$ cat config.mk
export PLATFORM = sky130hd
export DESIGN_NAME = cpu_datapath
export DESIGN_NICKNAME = d
export VERILOG_FILES = /design/src/verilog/cpu_pkg.sv /design/src/verilog/datapath_if.sv /design/src/verilog/instr_decoder.sv /design/src/verilog/reg_file.sv /design/src/verilog/carry_select_adder.sv /design/src/verilog/alu_unit.sv /design/src/verilog/cpu_datapath.sv
export SDC_FILE = /design/constraint.sdc
export NUM_CORES = 1
export LEC_CHECK = 0
export BUFFER_PORTS_ARGS = -buffer_cell sky130_fd_sc_hd__buf_4
export CAP_MARGIN = 20
export CORE_MARGIN = 3
export CORE_UTILIZATION = 55
export DETAILED_ROUTE_END_ITERATION = 8
export PLACE_DENSITY = 0.77
export RECOVER_POWER = 100
export SYNTH_ARGS = -nofsm -noshare
export SYNTH_HDL_FRONTEND = slang
export SYNTH_SLANG_ARGS = --single-unit
$ cat constraint.sdc
create_clock -name clk -period 13.5 [get_ports clk]
set_input_delay 2.7 -clock clk [delete_from_list [all_inputs] [get_ports clk]]
set_output_delay 2.7 -clock clk [all_outputs]
set_load 0.005 [all_outputs]
$ cat src/verilog/cpu_pkg.sv
package cpu_pkg;

   //////////////////////////////
   // Widths and counts
   //////////////////////////////

   localparam int data_w     = 16;   // Data word width
   localparam int reg_addr_w = 4;    // Register index width
   localparam int num_regs   = 16;   // Register file depth

   //////////////////////////////
   // Types
   //////////////////////////////

   typedef logic [data_w-1:0]     word_t;       // Data word
   typedef logic [reg_addr_w-1:0] reg_addr_t;   // Register index
   typedef logic [3:0]            opcode_t;     // Major opcode or sub-opcode
   typedef logic [7:0]            imm_t;        // Raw immediate field
   typedef logic [2:0]            alu_op_t;     // ALU operation select

   // Carry, overflow, negative and zero from the top bit down
   typedef logic [3:0]            flags_t;

   //////////////////////////////
   // ALU operation codes
   //////////////////////////////

   localparam alu_op_t alu_add = 3'b000;   // A plus B
   localparam alu_op_t alu_sub = 3'b001;   // A minus B
   localparam alu_op_t alu_and = 3'b010;   // Bitwise and
   localparam alu_op_t alu_or  = 3'b011;   // Bitwise or
   localparam alu_op_t alu_xor = 3'b100;   // Bitwise xor
   localparam alu_op_t alu_cmp = 3'b110;   // Difference, flags only

   //////////////////////////////
   // Opcodes
   //////////////////////////////

   // Sub-opcodes of the register form reuse these values
   localparam opcode_t op_rr   = 4'b0000;   // Register-register group
   localparam opcode_t op_addi = 4'b0101;   // Add
   localparam opcode_t op_subi = 4'b1001;   // Subtract
   localparam opcode_t op_cmpi = 4'b1011;   // Compare
   localparam opcode_t op_andi = 4'b0001;   // And
   localparam opcode_t op_ori  = 4'b0010;   // Or
   localparam opcode_t op_xori = 4'b0011;   // Xor

endpackage

$ cat src/verilog/datapath_if.sv
`timescale 1ns/1ps

interface datapath_if;

   //////////////////////////////
   // Decoder side
   //////////////////////////////

   cpu_pkg::reg_addr_t dest_addr;   // Rdest, read and written
   cpu_pkg::reg_addr_t src_addr;    // Rsrc, read only
   cpu_pkg::alu_op_t   alu_op;      // Operation select
   logic               use_imm;     // High for immediate forms
   cpu_pkg::word_t     imm;         // Sign-extended immediate
   logic               wr_en;       // Write result back to Rdest

   //////////////////////////////
   // Register file and ALU side
   //////////////////////////////

   cpu_pkg::word_t     dest_data;   // Rdest contents, operand A
   cpu_pkg::word_t     src_data;    // Rsrc contents
   cpu_pkg::word_t     result;      // ALU output, write data

   // Decoder drives the control fields
   modport producer (output dest_addr, src_addr, alu_op, use_imm, imm, wr_en);

   // Register file serves reads and takes the write
   modport buffer (input dest_addr, src_addr, wr_en, result,
                   output dest_data, src_data);

   // ALU consumes operands and returns the result
   modport consumer (input alu_op, use_imm, imm, dest_data, src_data,
                     output result);

endinterface

$ cat src/verilog/instr_decoder.sv
`timescale 1ns/1ps

module instr_decoder
(
   input  logic               clk,
   input  logic               reset,
   input  cpu_pkg::word_t     inst,   // Instruction word, sampled every edge
   datapath_if.producer       dp
);

   cpu_pkg::word_t   inst_q;    // Instruction register
   cpu_pkg::opcode_t opcode;    // Bits 15:12
   cpu_pkg::opcode_t sub_op;    // Bits 7:4, register form only
   cpu_pkg::opcode_t code;      // Effective operation code
   cpu_pkg::imm_t    imm_raw;   // Bits 7:0
   cpu_pkg::alu_op_t dec_op;    // Decoded ALU operation
   logic             known;     // Code is one of the six operations

   // Returns {known, alu_op}
   function automatic logic [3:0] map_code(input cpu_pkg::opcode_t c);
      logic [3:0] m;
      case (c)
         cpu_pkg::op_addi: m = {1'b1, cpu_pkg::alu_add};
         cpu_pkg::op_subi: m = {1'b1, cpu_pkg::alu_sub};
         cpu_pkg::op_cmpi: m = {1'b1, cpu_pkg::alu_cmp};
         cpu_pkg::op_andi: m = {1'b1, cpu_pkg::alu_and};
         cpu_pkg::op_ori:  m = {1'b1, cpu_pkg::alu_or};
         cpu_pkg::op_xori: m = {1'b1, cpu_pkg::alu_xor};
         default:          m = {1'b0, cpu_pkg::alu_add};   // Shows A+B, no write
      endcase
      return m;
   endfunction

   //////////////////////////////
   // Instruction register
   //////////////////////////////

   always_ff @(posedge clk)
   begin
      if (reset)
         inst_q <= '0;   // Decodes as unknown reg form
      else
         inst_q <= inst;
   end

   //////////////////////////////
   // Field split and decode
   //////////////////////////////

   assign opcode  = inst_q[15:12];
   assign sub_op  = inst_q[7:4];
   assign imm_raw = inst_q[7:0];

   always_comb
   begin
      // Register form takes its operation from the sub-opcode
      code            = (opcode == cpu_pkg::op_rr) ? sub_op : opcode;
      {known, dec_op} = map_code(code);
   end

   assign dp.dest_addr = inst_q[11:8];
   assign dp.src_addr  = inst_q[3:0];
   assign dp.alu_op    = dec_op;
   assign dp.use_imm   = (opcode != cpu_pkg::op_rr);            // Every other opcode is imm
   assign dp.wr_en     = known && (dec_op != cpu_pkg::alu_cmp); // Compare sets flags only
   assign dp.imm       = {{8{imm_raw[7]}}, imm_raw};           // Sign extend

endmodule

$ cat src/verilog/reg_file.sv
`timescale 1ns/1ps

module reg_file
(
   input  logic         clk,
   input  logic         reset,
   datapath_if.buffer   dp
);

   cpu_pkg::word_t regs [cpu_pkg::num_regs];   // Sixteen general registers

   //////////////////////////////
   // Write port
   //////////////////////////////

   // Write lands on the edge that ends the instruction
   always_ff @(posedge clk)
   begin
      if (reset)
      begin
         for (int i = 0; i < cpu_pkg::num_regs; i++)
         begin
            regs[i] <= '0;   // All registers start at zero
         end
      end
      else if (dp.wr_en)
      begin
         regs[dp.dest_addr] <= dp.result;   // Rdest gets ALU output
      end
   end

   //////////////////////////////
   // Read ports
   //////////////////////////////

   // Both reads are combinational
   assign dp.dest_data = regs[dp.dest_addr];   // Operand A
   assign dp.src_data  = regs[dp.src_addr];    // Operand B in reg form

endmodule

$ cat src/verilog/carry_select_adder.sv
`timescale 1ns/1ps

module carry_select_adder
(
   input  cpu_pkg::word_t a,          // Augend or minuend
   input  cpu_pkg::word_t b,          // Addend or subtrahend
   input  logic           subtract,   // High for a minus b
   output cpu_pkg::word_t sum,        // Sum or difference
   output logic           carry,      // Carry out, no-borrow on subtract
   output logic           overflow    // Signed overflow
);

   cpu_pkg::word_t b_x;               // b, inverted when subtracting
   logic [5:0]     nib_res [4];       // Per nibble {cout, c3, sum}

   // 4-bit ripple adder returning {cout, carry into bit 3, sum}
   function automatic logic [5:0] ripple_nibble(input logic [3:0] x,
                                                input logic [3:0] y,
                                                input logic       cin);
      logic [4:0] c;
      logic [3:0] s;
      c[0] = cin;
      for (int i = 0; i < 4; i++)
      begin
         s[i]   = x[i] ^ y[i] ^ c[i];
         c[i+1] = (x[i] & y[i]) | (x[i] & c[i]) | (y[i] & c[i]);   // Majority
      end
      return {c[4], c[3], s};
   endfunction

   assign b_x = b ^ {cpu_pkg::data_w{subtract}};   // One's complement on subtract

   //////////////////////////////
   // Nibble stages
   //////////////////////////////

   for (genvar n = 0; n < 4; n++)
   begin : g_nib
      if (n == 0)
      begin : g_direct
         // Injected carry completes the two's complement
         assign nib_res[n] = ripple_nibble(a[3:0], b_x[3:0], subtract);
      end
      else
      begin : g_select
         logic [5:0] res_c0;   // Assumes carry in of 0
         logic [5:0] res_c1;   // Assumes carry in of 1
         assign res_c0     = ripple_nibble(a[4*n +: 4], b_x[4*n +: 4], 1'b0);
         assign res_c1     = ripple_nibble(a[4*n +: 4], b_x[4*n +: 4], 1'b1);
         assign nib_res[n] = nib_res[n-1][5] ? res_c1 : res_c0;   // Lower carry picks
      end
      assign sum[4*n +: 4] = nib_res[n][3:0];
   end

   assign carry    = nib_res[3][5];
   assign overflow = nib_res[3][5] ^ nib_res[3][4];   // Carry in vs out of MSB

endmodule

$ cat src/verilog/alu_unit.sv
`timescale 1ns/1ps

module alu_unit
(
   datapath_if.consumer    dp,
   output cpu_pkg::flags_t flags   // Carry, overflow, negative, zero
);

   cpu_pkg::word_t operand_b;   // Immediate or Rsrc
   cpu_pkg::word_t as_sum;      // Adder/subtractor output
   cpu_pkg::word_t alu_out;     // Selected result
   logic           as_carry;    // Adder carry out
   logic           as_ovf;      // Adder overflow
   logic           arith;       // Add, sub or cmp in flight

   //////////////////////////////
   // Operands and adder
   //////////////////////////////

   assign operand_b = dp.use_imm ? dp.imm : dp.src_data;

   carry_select_adder addsub_i
   (
      .a        (dp.dest_data),                   // Rdest is always A
      .b        (operand_b),
      .subtract (dp.alu_op != cpu_pkg::alu_add),  // Sub and cmp
      .sum      (as_sum),
      .carry    (as_carry),
      .overflow (as_ovf)
   );

   //////////////////////////////
   // Result select
   //////////////////////////////

   always_comb
   begin
      case (dp.alu_op)
         cpu_pkg::alu_and: alu_out = dp.dest_data & operand_b;
         cpu_pkg::alu_or:  alu_out = dp.dest_data | operand_b;
         cpu_pkg::alu_xor: alu_out = dp.dest_data ^ operand_b;
         default:          alu_out = as_sum;   // Add, sub, cmp difference
      endcase
   end

   assign arith = (dp.alu_op == cpu_pkg::alu_add) ||
                  (dp.alu_op == cpu_pkg::alu_sub) ||
                  (dp.alu_op == cpu_pkg::alu_cmp);

   // Logical ops clear C, V and N
   assign flags = {as_carry & arith,
                   as_ovf & arith,
                   alu_out[cpu_pkg::data_w-1] & arith,
                   alu_out == '0};                      // Zero from any result

   assign dp.result = alu_out;

endmodule

$ cat src/verilog/cpu_datapath.sv
`timescale 1ns/1ps

module cpu_datapath
(
   input  logic            clk,
   input  logic            reset,
   input  cpu_pkg::word_t  inst,     // One instruction per cycle
   output cpu_pkg::word_t  result,   // ALU result of the current instruction
   output cpu_pkg::flags_t flags     // Carry, overflow, negative, zero
);

   //////////////////////////////
   // Stage wiring
   //////////////////////////////

   datapath_if dp_if ();   // Decoder, register file and ALU share this

   instr_decoder decoder_i
   (
      .clk   (clk),
      .reset (reset),
      .inst  (inst),
      .dp    (dp_if.producer)
   );

   reg_file reg_file_i
   (
      .clk   (clk),
      .reset (reset),
      .dp    (dp_if.buffer)
   );

   alu_unit alu_i
   (
      .dp    (dp_if.consumer),
      .flags (flags)
   );

   assign result = dp_if.result;   // Same word the register file writes

endmodule

==> results.ini <==
[floorplan]
die-width_um = 175
core-area_um2 = 27900
row_count = 61
initial_core_util_pct = 56.1
io_pins = 38
die_area_um2 = 30600
dieHeight_um = 175

[pwr]
peakVddDrop_mv = 0.101
finalPower_mw = 2.32
power_density_nw_per_um2 = 136
p_leak_nw = 6.38

[synth]
synth_nets = 1284
synth_area_leaders = edfxtp_1, mux4_2, nor2_1, mux2i_1, ha_1
synth_cell_types = 69
ys_ff_latch = 272
syn_area_um2 = 15700
yosysSeqAreaShare_pct = 51.1
synth_compound_area_share_pct = 4.71
yosys-mux-area-fraction_pct = 22.9
synth_xor_area_share_pct = 1.29
syn_avg_cell_area_um2 = 12.9
synth-adder-area-share_pct = 4.14
synth_most_common_cell = nor2_1
syn_inst = 1216
synth-simple-area-share_pct = 11.8
yosys_most_used_dff = edfxtp_1
synth_top_family_by_area = multiplexers
synthArstFlopShare_pct = 0
synthTopCellsByCount = nor2_1, edfxtp_1, mux4_2, inv_1, mux2i_1
synth_edf_count = 256
synth_top_cell_area_share_pct = 49.0
synth-warning-count = 0
synth_top_cell_by_area = edfxtp_1

[critical_path]
critical_path.top_delay_family = compound AO/OA/AOI/OAI gates
cp-startpoint = decoder_i.inst_q[0]
r2r_slack_ns = 4.98
crit_type = register to output port
cp-start-kind = register
crit_end = flags[0]
crit_chain = buf_4 -> mux4_2 -> mux2_2 -> o21ai_0 -> o31ai_1 -> xnor2_1 -> fa_1 -> fa_1 -> mux2_1 -> o22a_1 -> and4_2 -> or3_1 -> o311ai_0 -> o21bai_2 -> or3_1 -> a221o_1 -> a31oi_4 -> and4_1 -> buf_4
critPathSlowestCell = o311ai_0
slowest_delay_ns = 1.21
cp_num_cells = 19
crit_fanout = 42
r2r-end = reg_file_i.regs[11][15]
reg2regPathDepth = 18
arrival_ns = 9.08
reg2reg_from = decoder_i.inst_q[0]
path_buf_inv = 2
worstSetupEndpointType = output port
cp.required_ns = 10.80

[run_status]
failed_checks = design-rule violations, max-capacitance violations, max-slew violations
status = complete, but fails checks

[cts]
cts_tree = yes
numCtsBuffers = 28
insertion_delay_ns = 0.55
root_buffer = clkbuf_16
cts_hold_buf = 0
cts.path.max_buffers = 3
path_clk_slew_ns = 0.06
cts_resized = 0
htreeDepth = 1
cts_setup_buffers = 0
clkSinkCount = 272

[sta]
worst_pin_slew_ns = 1.61
finClkSkew_ns = 0.0146
rsz0062_at_grt = false
finalHoldViolCount = 0
max_freq_ghz = 0.0849
slew-limit-headroom_pct = -7.27
post-route-period-util_pct = 87.3
setup_violations = 0
fin_crit_ns = 11.78
maxSlewViolCount = 34
fin_tns_setup_ns = 0

[routing]
dr.pass1.iters = 7
first_iter_violations = 1583
viasPerCell = 6.71
route.detailed.drc = 1
wirelength_mm = 46.1
wl_per_cell_um = 28.1
ant_nets = 0
dr_total_vias = 11016

[global_route]
grtUsageTotal_pct = 30.0
grt_max_degree = 55
grt_pass1_wl_mm = 68.0
first_global_vias = 11120
grt_remaining_overflow = 0
antenna_found_initial = 1

[cells_and_area]
syn2layout_area_growth_pct = 9.10
drive_above_1_share_pct = 18.8
regArea_um2 = 8020
nets = 1311
fillCellCount = 2145
multi_input_area_um2 = 7020
n_antenna_cell = 0

[run]
cap_violations = 2

[place]
dp_hpwl_mm = 28.9
gp_congestion = 0.886
port_buffers = 37

[min_path]
worstHoldPathType = register to register

[flip-flops by register name, indices dropped and copies added (netlist names)]
register / cells
decoder_i.inst_q: 16
reg_file_i.regs: 256
[final cells by class]
cell class / count / area share (%)
tap: 378 / 2.77
multi-input combinational: 791 / 41.1
timing repair buffer: 88 / 2.96
inverter: 62 / 1.36
clock inverter: 15 / 0.571
clock buffer: 36 / 4.40
sequential: 272 / 46.9
[cell families (layout without fill, tap and decap cells)]
logic type                 after synthesis  after routing
and+or+nand+nor                        419            419
DFF                                    272            272
muxes                                  196            196
buffers and inverters                  153            201
AOI/OAI and AO/OA                      103            103
adders and majority gates               50             50
xor gates and xnor gates                23             23
[through the flow]
| step | std cells | util [%] | area (µm²) | setup slack (ns) | hold WS (ns) |
|---|---|---|---|---|---|
| after CTS | 1642 | 61.9 | 17300 | 2.66 | 1.19 |
| after global routing | 1642 | 61.2 | 17100 | 1.18 | 1.29 |
| after floorplan | 1216 | - | 15700 | 3.18 | 0.975 |
| final | 1642 | 61.2 | 17100 | 1.72 | 1.23 |
| after global placement | 1590 | 58.8 | 16400 | 3.36 | 1.30 |
| after detailed placement | 1591 | 58.8 | 16400 | 3.27 | 1.16 |
[layout by cell type, fill, tap and decap left out, drive strengths merged, types with 4 or more instances in the layout]
cell	count
a31oi	5
clkinv	13
or3	5
a22oi	18
dfxtp	16
a21oi	25
clkbuf	90
edfxtp	256
nor3	7
ha	47
xnor2	20
nand2	33
nand3	9
o22ai	19
nor2	293
nand2b	21
o21ai	7
and4	4
nor2b	20
mux2	7
inv	63
mux2i	60
and2	7
a211oi	5
and3	4
mux4	129
buf	34
[per-layer routing]
| layer | share of wire [%] | vias up | global-route usage (%) |
|---|---|---|---|
| met5 | 0 | - | 0 |
| met1 | 33 | 5420 | 37.0 |
| met3 | 14 | 188 | 8.87 |
| li1 | - | 4574 | - |
| met2 | 48 | 834 | 49.3 |
| met4 | 5.5 | 0 | 14.0 |
[worst register-to-register path, delay by kind of cell, from the launching register on]
family | cells | cell delay, ns
muxes | 3 | 1.27
and+or+nand+nor | 4 | 1.21
adders and majority gates | 2 | 0.98
buffers and inverters | 1 | 0.78
AOI/OAI and AO/OA | 7 | 2.94
xor gates and xnor gates | 1 | 0.22
DFF | 1 | 0.83
[where the power goes]
part           internal, mW  switching (mW)  total [mW]  leakage [nW]
clock                 0.410           0.318       0.728         0.417
combinational         0.210           0.398       0.608          3.17
sequential            0.957          0.0258       0.983          2.79
total                  1.58           0.741        2.32          6.38
[worst min-delay path by stage]
stage | startpoint | endpoint | slack (ns) | cells after the start
2_1_floorplan | decoder_i.inst_q[11] | reg_file_i.regs[0][10] | 0.97 | 4
3_3_place_gp | decoder_i.inst_q[11] | reg_file_i.regs[8][9] | 1.30 | 4
3_5_place_dp | decoder_i.inst_q[5] | reg_file_i.regs[0][1] | 1.16 | 5
4_1_cts | decoder_i.inst_q[5] | reg_file_i.regs[0][1] | 1.19 | 5
5_1_grt | decoder_i.inst_q[5] | reg_file_i.regs[0][1] | 1.29 | 5
6_report | decoder_i.inst_q[5] | reg_file_i.regs[0][1] | 1.23 | 5
Power figures use the tool's default switching activity.
